`src/rtl/ram_1r1w.sv`:
```
/*
 * Single-clock RAM with one write port and one read port.
 * Read data is registered and shows up one cycle after raddr.
 * A read and a write to the same entry in one cycle return the old data.
 */
`timescale 1ns/10ps
`default_nettype none

module ram_1r1w #(
	parameter int WIDTH      = 32,
	parameter int ADDR_NBITS = 6
) (
	input  logic                  clk,
	input  logic                  wr,
	input  logic [ADDR_NBITS-1:0] waddr,
	input  logic [WIDTH-1:0]      din,
	input  logic [ADDR_NBITS-1:0] raddr,
	output logic [WIDTH-1:0]      dout
);

	logic [WIDTH-1:0] mem [2**ADDR_NBITS];

	always_ff @(posedge clk) begin
		if (wr) begin
			mem[waddr] <= din;
		end
		dout <= mem[raddr];	// registered read
	end

endmodule

`default_nettype wire

```
`config.mk`:
```
export PLATFORM = sky130hd
export DESIGN_NAME = ram_1r1w
export DESIGN_NICKNAME = d
export VERILOG_FILES = /design/src/rtl/ram_1r1w.sv
export SDC_FILE = /design/constraint.sdc
export NUM_CORES = 2
export LEC_CHECK = 0
export BUFFER_PORTS_ARGS = -buffer_cell sky130_fd_sc_hd__buf_2
export CELL_PAD_IN_SITES_DETAIL_PLACEMENT = 1
export CELL_PAD_IN_SITES_GLOBAL_PLACEMENT = 2
export CORE_MARGIN = 2
export CORE_UTILIZATION = 55
export DETAILED_ROUTE_END_ITERATION = 8
export GPL_TIMING_DRIVEN = 0
export MAX_ROUTING_LAYER = met4
export PLACE_DENSITY = 0.87
export REMOVE_ABC_BUFFERS = 1
export SLEW_MARGIN = 20
export SYNTH_ARGS = -nofsm -noshare
export SYNTH_HDL_FRONTEND = slang
export SYNTH_SLANG_ARGS = --single-unit
```
`constraint.sdc`:
```
create_clock -name clk -period 9 [get_ports clk]
set_input_delay 0.45 -clock clk [delete_from_list [all_inputs] [get_ports clk]]
set_output_delay 0.45 -clock clk [all_outputs]
set_load 0.005 [all_outputs]
```
# Yosys cells after proc, flatten, opt, wreduce, memory -nomap -nowiden
# Memories as Yosys holds them, arrays and structs flattened. A register that Yosys moved wholly into a read port is not among the register bits.
# Cells that the tools add are included.
# totals
register_bits	0
mem_bits_rw	2048
inputBits	46
out_inout_bits	32
wordCells	3
mem_count	1
# memory_table
name	words	word_bits	read_ports	rd_clocked_by_memory_dff	write_ports	line	text
mem	64	32	1	1	1	21	logic [WIDTH-1:0] mem [2**ADDR_NBITS];
# op_classes
muxes	2
# ops
cell	n
1-bit 2-to-1 mux	2

# Logic depth before layout (Yosys ltp)
# depth
ltp_word	2
depth_mapped	10
mapped_depth_nobuf	5

# Worst setup path before layout
# Ideal clock, no wire load.
# synth_timing
kind	input to register
from	input waddr[3]
to	memory mem[48][0] (enable)
setup_time_ns	0.461
arrival_time_ns	3.149
required_ns	8.539
slack_ns	5.390
stages	4
n_path_buf	1
path_cell_list	clkbuf_1 -> nor2b_1 -> nand4b_1 -> nor3_1
# synth_lines
element	line	text
start: declaration	15	input logic [ADDR_NBITS-1:0] waddr,
end: declaration	21	
# No word-level cell before the write port.

==> impl_metrics.py <==
metrics = {
    "global_routing": {
        "grt_max_degree": 84,
        "grt_pass1_vias": 41184,
        "antenna_found_initial": 12,
        "grt-ovfl-total": 0,
        "grt_pass1_wl_um": 320000,
        "grt_usage_pct": 32.7,
    },
    "worst_setup_path": {
        "crit_arrival_ps": 4250,
        "cp.required_ps": 9630,
        "critPathBufInv": 3,
        "critPathTopFamily": "buffers and inverters",
        "critPathMaxFanout": 83,
        "worst_path_max_delay_cell": "nand3b_1",
        "worstSetupEndpointType": "register",
        "critPathKind": "input port to register",
        "max_stage_delay_ps": 880,
        "crit_path_start_kind": "input port",
        "cp_cell_sequence": "buf_12 -> buf_16 -> buf_16 -> nand3b_1 -> o221ai_1 -> a21oi_1 -> a21oi_1 -> nor2_1",
    },
    "logic_synthesis": {
        "muxShareOfSynthArea_pct": 16.8,
        "synth-seq-area-share_pct": 79.1,
        "synth_simple_gate_area_share_pct": 1.27,
        "synth_adder_area_share_pct": 0,
        "synth_top_family_by_area": "multiplexers",
        "ys_ff_latch": 2080,
        "yosysWarnings": 0,
        "syn-cell-area_um2": 78500,
        "synthDistinctLibCells": 34,
        "postSynthCellCount": 3324,
        "synthXorXnorAreaFrac_pct": 0,
        "syn-mean-instance-area_um2": 23.6,
        "synth-compound-area-share_pct": 1.67,
    },
    "clocking": {
        "clock_tree.buffer_depth": 3,
        "hold_buffers": 0,
        "clock_sinks": 2080,
        "post_cts_buffers": 0,
        "cts_resized": 0,
        "cts_max_level": 4,
        "path_clk_slew_ps": 60,
        "insertion_delay_ps": 850,
        "cts_tree": "done",
        "cts_buffers": 198,
        "root_buffer": "clkbuf_16",
    },
    "pwr": {
        "ir_drop_mv": 0.180,
        "combPwrFrac_pct": 5.0,
        "swShare_pct": 21.6,
        "seq_power_share_pct": 53.5,
        "internal_power_w": 0.0158,
        "power.share.clock_pct": 41.5,
        "p_switching_w": 0.00434,
        "power_leakage_nw": 28.4,
        "power_density_nw_per_um2": 221,
    },
    "sta": {
        "period_share_pct": 40.2,
        "rsz0062_at_grt": "false",
        "final-hold-violation-count": 0,
        "max_clock_freq_mhz": 276,
        "setup_violations": 0,
        "fin_crit_ps": 3620,
        "worst_slew_pin_slew_ps": 1210,
        "clock_skew_ps": 39.1,
        "setup_slack_ps": 5380,
        "drv_slew": 0,
        "maxSlewHeadroom_pct": 19.5,
    },
    "die": {
        "io_pins": 78,
        "die-area_um2": 146000,
        "fp.dieH_um": 382,
        "dieWidth_um": 382,
        "rows": 138,
        "core_area_um2": 142000,
        "initial_core_util_pct": 55.5,
    },
    "outcome": {
        "status": "finished, final reports clean",
    },
    "drt": {
        "first_pass_iters": 6,
        "drt_iter0_drc": 5751,
        "drcViolationCount": 0,
        "routedWlPerCell_um": 40.2,
        "ant_nets": 0,
        "vias": 39211,
        "drt_wl_total_um": 227000,
        "viasPerCell": 6.96,
    },
    "final_layout": {
        "layout_common_cells": "2048 x edfxtp_1, 544 x mux4_2, 204 x clkbuf_16, 93 x mux2i_1, 86 x buf_16",
        "drive_above_1_share_pct": 30.4,
        "post-route-util_pct": 64.2,
        "stdcell_count": 5635,
        "nets": 3618,
        "final_common_cell": "edfxtp_1",
        "syn_to_final_growth_pct": 15.8,
        "postLayoutCellArea_um2": 90900,
    },
    "run": {
        "maxCapViolCount": 0,
    },
    "placed_design": {
        "dp.cells": 5262,
        "gp_congestion": 0.752,
        "dpl.hpwl_um": 128000,
        "port_buffers": 77,
        "dp_slack_ps": 4610,
        "placed_area_um2": 84500,
    },
    "min_path": {
        "hp-class": "input port to register",
    },
}
==> sequential cells by signal (all words and copies together) (netlist names) <==
| register | cells |
|---|---|
| mem | 2048 |
| dout | 32 |
==> cell type report <==
cell class	instances	area, um^2
Antenna cell	12	30.0
Clock buffer	251	5330
Clock inverter	110	1030
Fill cell	10958	50600
Multi-Input combinational cell	1062	16000
Sequential cell	2080	62100
Tap cell	1890	2360
Timing Repair Buffer	230	4060
==> worst paths after layout <==
check,startpoint,end,slack (ps),cells past startpoint
max,raddr[0],dout[29],5380,8
min,din[16],mem[13][16],170,1
max reg2reg,mem[29][25],dout[25],6400,4
min reg2reg,mem[28][20],dout[20],980,4
==> cell usage after synthesis <==
master	number	area [um^2]
a31oi_1	1	6.26
clkbuf_1	74	278
nor3_1	7	35.0
a41o_1	4	40.0
or3_1	3	18.8
or2_0	1	6.26
nand4b_1	1	8.76
buf_6	5	56.3
or2_1	1	6.26
o32ai_1	4	35.0
a311oi_1	8	70.1
nand2_1	26	97.6
nand3b_1	5	37.5
a21oi_1	62	310
buf_4	25	188
or3b_1	2	17.5
and2_1	2	12.5
nand3_1	5	25.0
nand2b_1	8	50.1
mux4_2	544	12300
nor2b_1	15	93.8
a22oi_1	12	90.1
edfxtp_1	2048	61500
buf_1	21	78.8
mux2i_1	93	931
or2_2	1	6.26
dfxtp_1	32	641
or3b_2	3	26.3
and3_1	4	25.0
o221ai_1	27	236
o22ai_1	84	526
nand4_1	2	12.5
nor2_1	137	514
buf_2	57	285
==> per-stage QoR <==
step                      hold slack (ps)  TNS [ps]  power [W]
final                                 166         0     0.0201
after global routing                  177         0     0.0205
after CTS                             290         0     0.0202
after detailed placement              829         0     0.0119
after global placement                827   -299860     0.0121
after floorplan                       549         0     0.0113
==> per-layer routing <==
| layer | up-vias | track usage, % | wire [um] |
|---|---|---|---|
| met5 | - | - | 0 |
| met4 | 0 | 14.5 | 11800 |
| met3 | 663 | 6.40 | 23700 |
| met2 | 2896 | 50.9 | 111000 |
| met1 | 20857 | 42.6 | 80000 |
| li1 | 14795 | - | - |
==> power by group through the flow <==
| stage | registers, W | clock network, W | logic [W] |
|---|---|---|---|
| finish | 0.0108 | 0.00835 | 0.00101 |
| CTS | 0.0108 | 0.00841 | 0.000999 |
| detailed placement | 0.0110 | 0 | 0.000974 |
| global route | 0.0108 | 0.00870 | 0.00105 |
| floorplan | 0.0109 | 0 | 0.000397 |
| global placement | 0.0110 | 0 | 0.00115 |
==> logic make-up (layout without fill, tap and decap cells) <==
| family | Yosys count | count (layout) |
|---|---|---|
| other cells | 0 | 12 |
| buf+inv | 182 | 591 |
| mux | 637 | 637 |
| simple gates | 223 | 223 |
| compound gates | 202 | 202 |
| flops | 2080 | 2080 |
Note: power is estimated with default switching activity, not from simulation.
