--- src/rtl/pio_pkg.sv ---
/*
 * Register bus (PIO) types for the topic storage block.
 * Addresses are quad-word addresses. The bank select bit and the entry
 * bits are picked out by the modules that decode them.
 * Import with pio_pkg::* where a PIO port is declared.
 */
`default_nettype none

package pio_pkg;

	// quad-word address on the register bus
	typedef logic [15:0] pio_addr_t;

	// one register bus data word, also the width of a hash-table bucket
	typedef logic [31:0] pio_data_t;

endpackage

`default_nettype wire

--- src/rtl/topic_mem_pkg.sv ---
/*
 * Entry types of the topic tables.
 * bucket_t is one hash-table bucket and matches pio_data_t bit for bit,
 * so PIO data maps onto a bucket with no packing.
 * The key and expiration-time types size the two value tables.
 */
`default_nettype none

package topic_mem_pkg;

	// one hash-table bucket
	typedef logic [31:0] bucket_t;

	// stored topic key, one per topic id
	typedef logic [63:0] topic_key_t;

	// expiration time written by the verification result strobe
	typedef logic [31:0] exp_time_t;

endpackage

`default_nettype wire

--- src/rtl/ram_1r1w.sv ---
/*
 * Single-clock RAM with one write port and one read port.
 * Read data is registered and shows up one cycle after raddr.
 * A read and a write to the same entry in one cycle return the old data.
 */
`timescale 1ns/10ps
`default_nettype none

module ram_1r1w #(
	parameter int WIDTH      = 32,
	parameter int ADDR_NBITS = 6
) (
	input  logic                  clk,
	input  logic                  wr,
	input  logic [ADDR_NBITS-1:0] waddr,
	input  logic [WIDTH-1:0]      din,
	input  logic [ADDR_NBITS-1:0] raddr,
	output logic [WIDTH-1:0]      dout
);

	logic [WIDTH-1:0] mem [2**ADDR_NBITS];

	always_ff @(posedge clk) begin
		if (wr) begin
			mem[waddr] <= din;
		end
		dout <= mem[raddr];	// registered read
	end

endmodule

`default_nettype wire

--- src/rtl/pio_rw_mem.sv ---
/*
 * One topic hash-table bank shared by the lookup logic and the PIO bus.
 * Application reads and writes go straight to the RAM every cycle and
 * always win. A PIO request waits in ACCESS for a free cycle, uses the
 * RAM once, then completes the four-phase req/ack handshake.
 * reg_req must only be high when this bank is addressed.
 */
`timescale 1ns/10ps
`default_nettype none

module pio_rw_mem
	import pio_pkg::*, topic_mem_pkg::*;
#(
	parameter int DEPTH_NBITS = 6
) (
	input  logic                   clk,
	input  logic                   rst,

	input  logic                   reg_req,
	input  logic                   reg_wr,
	input  pio_addr_t              reg_addr,
	input  pio_data_t              reg_din,
	output logic                   reg_ack,
	output pio_data_t              reg_rdata,

	input  logic                   app_rd,
	input  logic [DEPTH_NBITS-1:0] app_raddr,
	input  logic                   app_wr,
	input  logic [DEPTH_NBITS-1:0] app_waddr,
	input  bucket_t                app_wdata,
	output logic                   app_ack,
	output bucket_t                app_rdata
);

	typedef enum logic [1:0] {IDLE, ACCESS, ACK, RELEASE} pio_state_t;

	pio_state_t             state;
	logic                   app_busy;
	logic                   pio_go;	// PIO owns the RAM this cycle
	logic [DEPTH_NBITS-1:0] pio_addr;

	logic                   ram_wr;
	logic [DEPTH_NBITS-1:0] ram_waddr;
	bucket_t                ram_din;
	logic [DEPTH_NBITS-1:0] ram_raddr;
	bucket_t                ram_dout;

	assign app_busy = app_rd | app_wr;
	assign pio_go   = (state == ACCESS) & ~app_busy;
	assign pio_addr = reg_addr[DEPTH_NBITS-1:0];	// bank bit dropped

	// application side has priority, PIO only gets idle cycles
	assign ram_wr    = app_wr | (pio_go & reg_wr);
	assign ram_waddr = pio_go ? pio_addr : app_waddr;
	assign ram_din   = pio_go ? bucket_t'(reg_din) : app_wdata;
	assign ram_raddr = pio_go ? pio_addr : app_raddr;

	ram_1r1w #(
		.WIDTH      ($bits(bucket_t)),
		.ADDR_NBITS (DEPTH_NBITS)
	) ram_inst (
		.clk   (clk),
		.wr    (ram_wr),
		.waddr (ram_waddr),
		.din   (ram_din),
		.raddr (ram_raddr),
		.dout  (ram_dout)
	);

	// PIO sequencer
	always_ff @(posedge clk) begin
		if (rst) begin
			state   <= IDLE;
			reg_ack <= 1'b0;
		end else begin
			case (state)
				IDLE: begin
					if (reg_req) begin
						state <= ACCESS;
					end
				end
				ACCESS: begin
					if (!app_busy) begin
						state <= ACK;	// RAM access happens this cycle
					end
				end
				ACK: begin
					if (!reg_ack) begin
						reg_ack <= 1'b1;
					end else if (!reg_req) begin
						reg_ack <= 1'b0;	// master let go
						state   <= RELEASE;
					end
				end
				RELEASE: state <= IDLE;
				default: state <= IDLE;
			endcase
		end
	end

	// RAM output still holds the PIO read on the first ACK cycle
	always_ff @(posedge clk) begin
		if (state == ACK && !reg_ack && !reg_wr) begin
			reg_rdata <= pio_data_t'(ram_dout);
		end
	end

	always_ff @(posedge clk) begin
		if (rst) begin
			app_ack <= 1'b0;
		end else begin
			app_ack <= app_rd;
		end
	end

	assign app_rdata = ram_dout;	// valid while app_ack is high

endmodule

`default_nettype wire

--- config.mk ---
export PLATFORM = sky130hd
export DESIGN_NAME = pio_rw_mem
export DESIGN_NICKNAME = d
export VERILOG_FILES = /design/src/rtl/pio_pkg.sv /design/src/rtl/topic_mem_pkg.sv /design/src/rtl/ram_1r1w.sv /design/src/rtl/pio_rw_mem.sv
export SDC_FILE = /design/constraint.sdc
export NUM_CORES = 2
export LEC_CHECK = 0
export BUFFER_PORTS_ARGS = -buffer_cell sky130_fd_sc_hd__buf_2
export CORE_MARGIN = 4
export CORE_UTILIZATION = 30
export DETAILED_ROUTE_END_ITERATION = 8
export GPL_TIMING_DRIVEN = 0
export HOLD_SLACK_MARGIN = 0.1
export PLACE_DENSITY = 0.41
export SLEW_MARGIN = 40
export SYNTH_ARGS = -nofsm -noshare
export SYNTH_HDL_FRONTEND = slang
export SYNTH_SLANG_ARGS = --single-unit
export TNS_END_PERCENT = 20
--- constraint.sdc ---
create_clock -name clk -period 5.1 [get_ports clk]
set_clock_uncertainty 0.2 [all_clocks]
set_input_delay 0.51 -clock clk [delete_from_list [all_inputs] [get_ports clk]]
set_output_delay 0.51 -clock clk [all_outputs]
set_load 0.03 [all_outputs]
# Yosys cells after proc, flatten, opt, wreduce, memory -nomap -nowiden
# Memories as Yosys holds them, arrays and structs flattened. A register that Yosys moved wholly into a read port is not among the register bits.
# Cells that the tools add are included.
# W data, S select, Z words.
[word_totals]
register_bits = 36
in_bits = 98
wordCells = 35
ramBits = 2048
memories = 1
out_inout_bits = 66
[classes]
n_mux = 12
n_reduce_logical = 6
n_bitwise = 5
n_eq_ne = 7
[memory_table]
columns = ["memory", "depth", "width", "read_ports", "rd_ports_with_merged_regs", "wr", "line", "text"]
rows = [
  ["ram_inst.mem", 64, 32, 1, 1, 1, "ram_1r1w.sv:21", "logic [WIDTH-1:0] mem [2**ADDR_NBITS];"],
]
[ops]
columns = ["cell", "count"]
rows = [
  ["$mux W32", 1],
  ["$mux W6", 2],
  ["$mux W2", 4],
  ["$ne A2 B2 Y1 const B", 4],
  ["$pmux W2 S4", 1],
  ["$eq A2 B2 Y1 const B", 2],
  ["$mux W1", 4],
  ["$reduce_and A4 Y1", 1],
  ["$and A1 B1 Y1", 2],
  ["$eq A2 B1 Y1 const B", 1],
  ["$logic_and A1 B1 Y1", 2],
  ["$logic_not A1 Y1", 2],
  ["$logic_not A2 Y1", 1],
  ["$or A1 B1 Y1", 2],
  ["$not A1 Y1", 1],
]

# Longest topological paths before layout
[depth]
depth_word = 7
mapped_depth = 12
ltp_nobuf = 8

# Hierarchy
# Synthesis repeated with hierarchy kept, for this count alone.
[hier_totals]
hier_cells = 3433
area_unflattened_um2 = 80460.9
[by_module_without_submodules]
columns = ["mod", "area_each_um2", "n_inst", "cells_per_inst"]
rows = [
  ["ram_1r1w", 78515.3, 1, 3324],
  ["pio_rw_mem", 1945.6, 1, 109],
]

# Worst setup path after synthesis
# OpenSTA, ideal clock, no wires.
[synth_timing]
path_kind = "input-to-reg"
start = "input app_wr"
end = "memory ram_inst.mem[62][0], enable pin"
setup_ns = 0.421
path_stages = 10
slack_ns = 0.638
path_buffers = 6
arrival_ns = 3.841
t_required_ns = 4.479
path_cell_list = "buf_2 -> or3b_1 -> buf_6 -> buf_6 -> buf_2 -> buf_2 -> buf_2 -> o32ai_1 -> nand2_1 -> nor2_1"
[synth_via]
elab_chain_cells = 7
[synth_rtl]
columns = ["item", "line", "text"]
rows = [
  ["start: declaration", "pio_rw_mem.sv:28", "input logic app_wr,"],
  ["$or A1 B1 Y1", "pio_rw_mem.sv:48", "assign app_busy = app_rd | app_wr;"],
  ["$not A1 Y1", "pio_rw_mem.sv:49", "assign pio_go = (state == ACCESS) & ~app_busy;"],
  ["$and A1 B1 Y1", "pio_rw_mem.sv:49", ""],
  ["$and A1 B1 Y1", "pio_rw_mem.sv:53", "assign ram_wr = app_wr | (pio_go & reg_wr);"],
  ["$or A1 B1 Y1", "pio_rw_mem.sv:53", ""],
  ["$mux W1", "ram_1r1w.sv:24", "if (wr) begin"],
  ["$mux W1 (implied by the code)", "ram_1r1w.sv:25", "mem[waddr] <= din;"],
  ["end: declaration", "ram_1r1w.sv:21", ""],
]
# Several ways; a longest one is shown, not always the timed one.

# Worst setup path in the final report
[layout_timing]
start = "register state[1]"
end = "memory ram_inst.mem[26][15], enable pin"
[layout_via]
elab_chain_cells = 6
[layout_rtl]
columns = ["item", "line", "text"]
rows = [
  ["start: declaration", "pio_rw_mem.sv:37", "pio_state_t state;"],
  ["start signal: assignment", "pio_rw_mem.sv:73", "state <= IDLE;"],
  ["start signal: assignment", "pio_rw_mem.sv:79", "state <= ACCESS;"],
  ["start signal: assignment", "pio_rw_mem.sv:84", "state <= ACK;"],
  ["$eq A2 B1 Y1 *", "pio_rw_mem.sv:49", ""],
  ["$and A1 B1 Y1 *", "pio_rw_mem.sv:49", ""],
  ["$and A1 B1 Y1", "pio_rw_mem.sv:53", ""],
  ["$or A1 B1 Y1", "pio_rw_mem.sv:53", ""],
  ["$mux W1", "ram_1r1w.sv:24", ""],
  ["$mux W1 (implied by the code)", "ram_1r1w.sv:25", ""],
]
# Every way passes the cells marked *; elsewhere a longest branch is shown, timed or not.

==> results.json <==
{
  "min_period_over_period_pct": 100,
  "seq_area_frac_synth_pct": 73.5,
  "ys_types": 53,
  "io_pins": 164,
  "worstHoldStart": "app_wdata[1]",
  "cts.htree.levels": 4,
  "cts_tree": "built",
  "hold_viol": 0,
  "crit_chain": "inv_1, ha_1, or3b_1, buf_6, buf_6, buf_4, buf_2, buf_2, o32ai_2, nand2_2, nor2_4, buf_16, buf_8",
  "cts_buffer_depth": 4,
  "cts.sinks": 2116,
  "clkTransAtPathRegs_ps": 60,
  "root_buffer": "clkbuf_16",
  "wl_per_cell_um": 32.5,
  "dieArea_sq_um": 295000,
  "layout-drive-gt1-share_pct": 21.6,
  "rsz0062_at_grt": "yes",
  "vias_per_cell": 5.43,
  "drc": 0,
  "syn-num-nets": 5393,
  "ys_seq_elements": 2116,
  "worstSkewPairLatency_ps": 900,
  "crit_fanout": 13,
  "crit_path_top_delay_cell": "nand2_2",
  "finalSetupViolCount": 10,
  "io_buffers": 151,
  "synth.cell_area_sq_um": 86000,
  "ys_warn_count": 0,
  "syn_inst": 5292,
  "num-nets-final": 6142,
  "finalCriticalPeriod_ps": 5120,
  "postRouteAntennaNets": 0,
  "crit_path_start_kind": "flip-flop",
  "violations": "setup timing",
  "syn_area_per_cell_sq_um": 16.2,
  "crit_start": "state[1]",
  "gr-total-overflow": 0,
  "drt_iter0_markers": 5642,
  "hpwl_mm": 233,
  "grt_pass1_wl_mm": 442,
  "antenna_found_initial": 35,
  "die_w_um": 543,
  "num-fill-cells": 26700,
  "cp.required_ps": 5450,
  "grt_use_total_pct": 21.4,
  "syn_to_final_growth_pct": 22.4,
  "die_y_um": 543,
  "max_cap_viol_count": 0,
  "p_leak_nw": 33.6,
  "hp-class": "in2reg",
  "criticalPathCategory": "reg2reg",
  "endpoint_kind": "flip-flop",
  "dp_cells": 9496,
  "grt_max_degree": 44,
  "fin_area_sq_um": 105000,
  "finalMaxSlewViolations": 0,
  "row_count": 196,
  "vdd_drop_max_uv": 284,
  "status": "finished with violations",
  "initial_utilization_pct": 30.1,
  "drt_first_pass_iters": 6,
  "multi_input_area_sq_um": 22400,
  "fmax_mhz": 195,
  "num_vias": 54300,
  "coreArea_sq_um": 285000,
  "place_area_sq_um": 97400,
  "numCtsBuffers": 233,
  "r2r_start": "state[1]",
  "max_stage_delay_ps": 660,
  "stdcell_count": 9990,
  "worst_pin_slew_ps": 936,
  "arrival_ps": 5480,
  "max_slew_margin_pct": 37.5,
  "regArea_sq_um": 63200,
  "power_density_nw_per_um2": 406,
  "post_cts.repair.setup_buffers": 0,
  "wl_mm": 325,
  "globalplace.congestion": 0.843,
  "setup_slack_ps": -24.0,
  "grt_pass1_vias": 52800
}
## state kept, by name, indices dropped and copies added (netlist names)
name and cells:
ram_inst.dout 32, ram_inst.mem 2048, state 2, reg_ack 1, app_ack 1, reg_rdata 32
## power breakdown
| group | internal, mW | switching (mW) |
|---|---|---|
| clock network | 8.99 | 6.88 |
| registers | 19.9 | 0.130 |
| logic | 1.99 | 4.83 |
## cell type report
type,count,share of cell area [%]
Clock inverter,100,0.692
Inverter,8,0.0285
Antenna cell,11,0.0262
Buffer,438,1.90
Sequential cell,2116,60.1
Clock buffer,311,5.96
Timing Repair Buffer,514,5.61
Multi-Input combinational cell,2730,21.3
Tap cell,3762,4.47
## cells in the mapped netlist (all sizes together)
master	n	share of area, %
edfxtp	2080	73
mux2i	646	7.6
nand2	408	1.8
clkbuf	295	1.3
nand3	290	1.7
a311oi	288	2.9
o211ai	288	2.5
o22a	192	2.0
buf	143	0.98
o22ai	128	0.93
mux2	98	1.3
a31o	97	0.99
a2111oi	96	1.2
nor2	78	0.34
dfxtp	36	0.84
nor4	32	0.23
o2111ai	32	0.33
inv	8	0.035
nand2b	7	0.051
o21ai	7	0.041
a21oi	5	0.033
nor2b	5	0.036
or2	5	0.036
a31oi	3	0.022
and3	3	0.022
ha	3	0.044
nor3	3	0.017
nor3b	2	0.023
o21a	2	0.017
or3	2	0.015
a211oi	1	0.0087
a21o	1	0.0087
a22o	1	0.010
a22oi	1	0.0087
and4bb	1	0.015
nand4bb	1	0.013
o31a	1	0.010
o31ai	1	0.0087
o32ai	1	0.010
or3b	1	0.010
## worst max-delay path: cells and delay by family (launching register included)
family / cells / cell delay [ps]
buffers and inverters: 8 / 1690
AO/OA/AOI/OAI: 1 / 640
adder cells (fa/ha/maj): 1 / 210
AND/OR/NAND/NOR: 3 / 1700
flip-flops: 1 / 320
## repair_timing
action / in CTS / in global routing
setup endpoints to repair: 989 / 169
hold endpoints to repair: 371 / 0
hold buffers: 72 / 0
gates resized for setup: 16 / 1
pin swaps: 1 / 1
## placed cells by master, fill, tap and decap left out, types with 39 or more instances in the layout
cell type	netlist	routed
buf_12	0	55
clkbuf_1	292	333
o211ai_1	288	288
nor2_4	0	64
o22a_1	192	192
clkinv_1	0	46
edfxtp_1	2080	2080
a2111oi_2	30	85
clkinv_2	0	39
a311oi_1	288	288
buf_16	0	54
buf_4	48	91
buf_2	70	271
a31o_2	92	92
nand3_1	290	290
o22ai_1	128	128
nand2_1	408	363
mux2i_1	644	641
mux2_2	97	97
buf_8	0	71
dlygate4sd3_1	0	69
clkbuf_16	0	235
## worst paths after layout
path | to | slack, ps | cells after the start
hold / removal | ram_inst.mem[57][1] | 190 | 3
hold reg to reg | reg_rdata[17] | 240 | 0
setup / recovery | ram_inst.mem[26][15] | -20 | 13
setup reg to reg | ram_inst.mem[26][15] | -20 | 13
## per-layer routing
layer | part of all wire, % | track usage [%]
met5 | 0.014 | 0
met4 | 3.4 | 6.66
met3 | 5.8 | 2.74
met2 | 48 | 35.8
met1 | 43 | 29.0
## kinds of logic after synthesis
family,Yosys count,share of synthesized area [%]
buf+inv,446,2.32
mux,744,8.84
flops,2116,73.5
compound gates,1145,11.0
fa+ha+maj,3,0.0437
simple gates,838,4.28
## metrics by stage
step           TNS (ps)  total power, mW  hold WS (ps)  util [%]  setup WS (ps)
2_1_floorplan         0             23.4           287         -            638
3_3_place_gp   -8822920             26.5           220      32.1          -3940
3_5_place_dp    -442820             27.1           223      34.1           -796
4_1_cts               0             43.1           102      36.9           2.75
5_1_grt            -598             44.0           152      36.9          -40.6
6_report           -191             42.7           188      36.9          -24.0
Power figures use the tool's default switching activity.
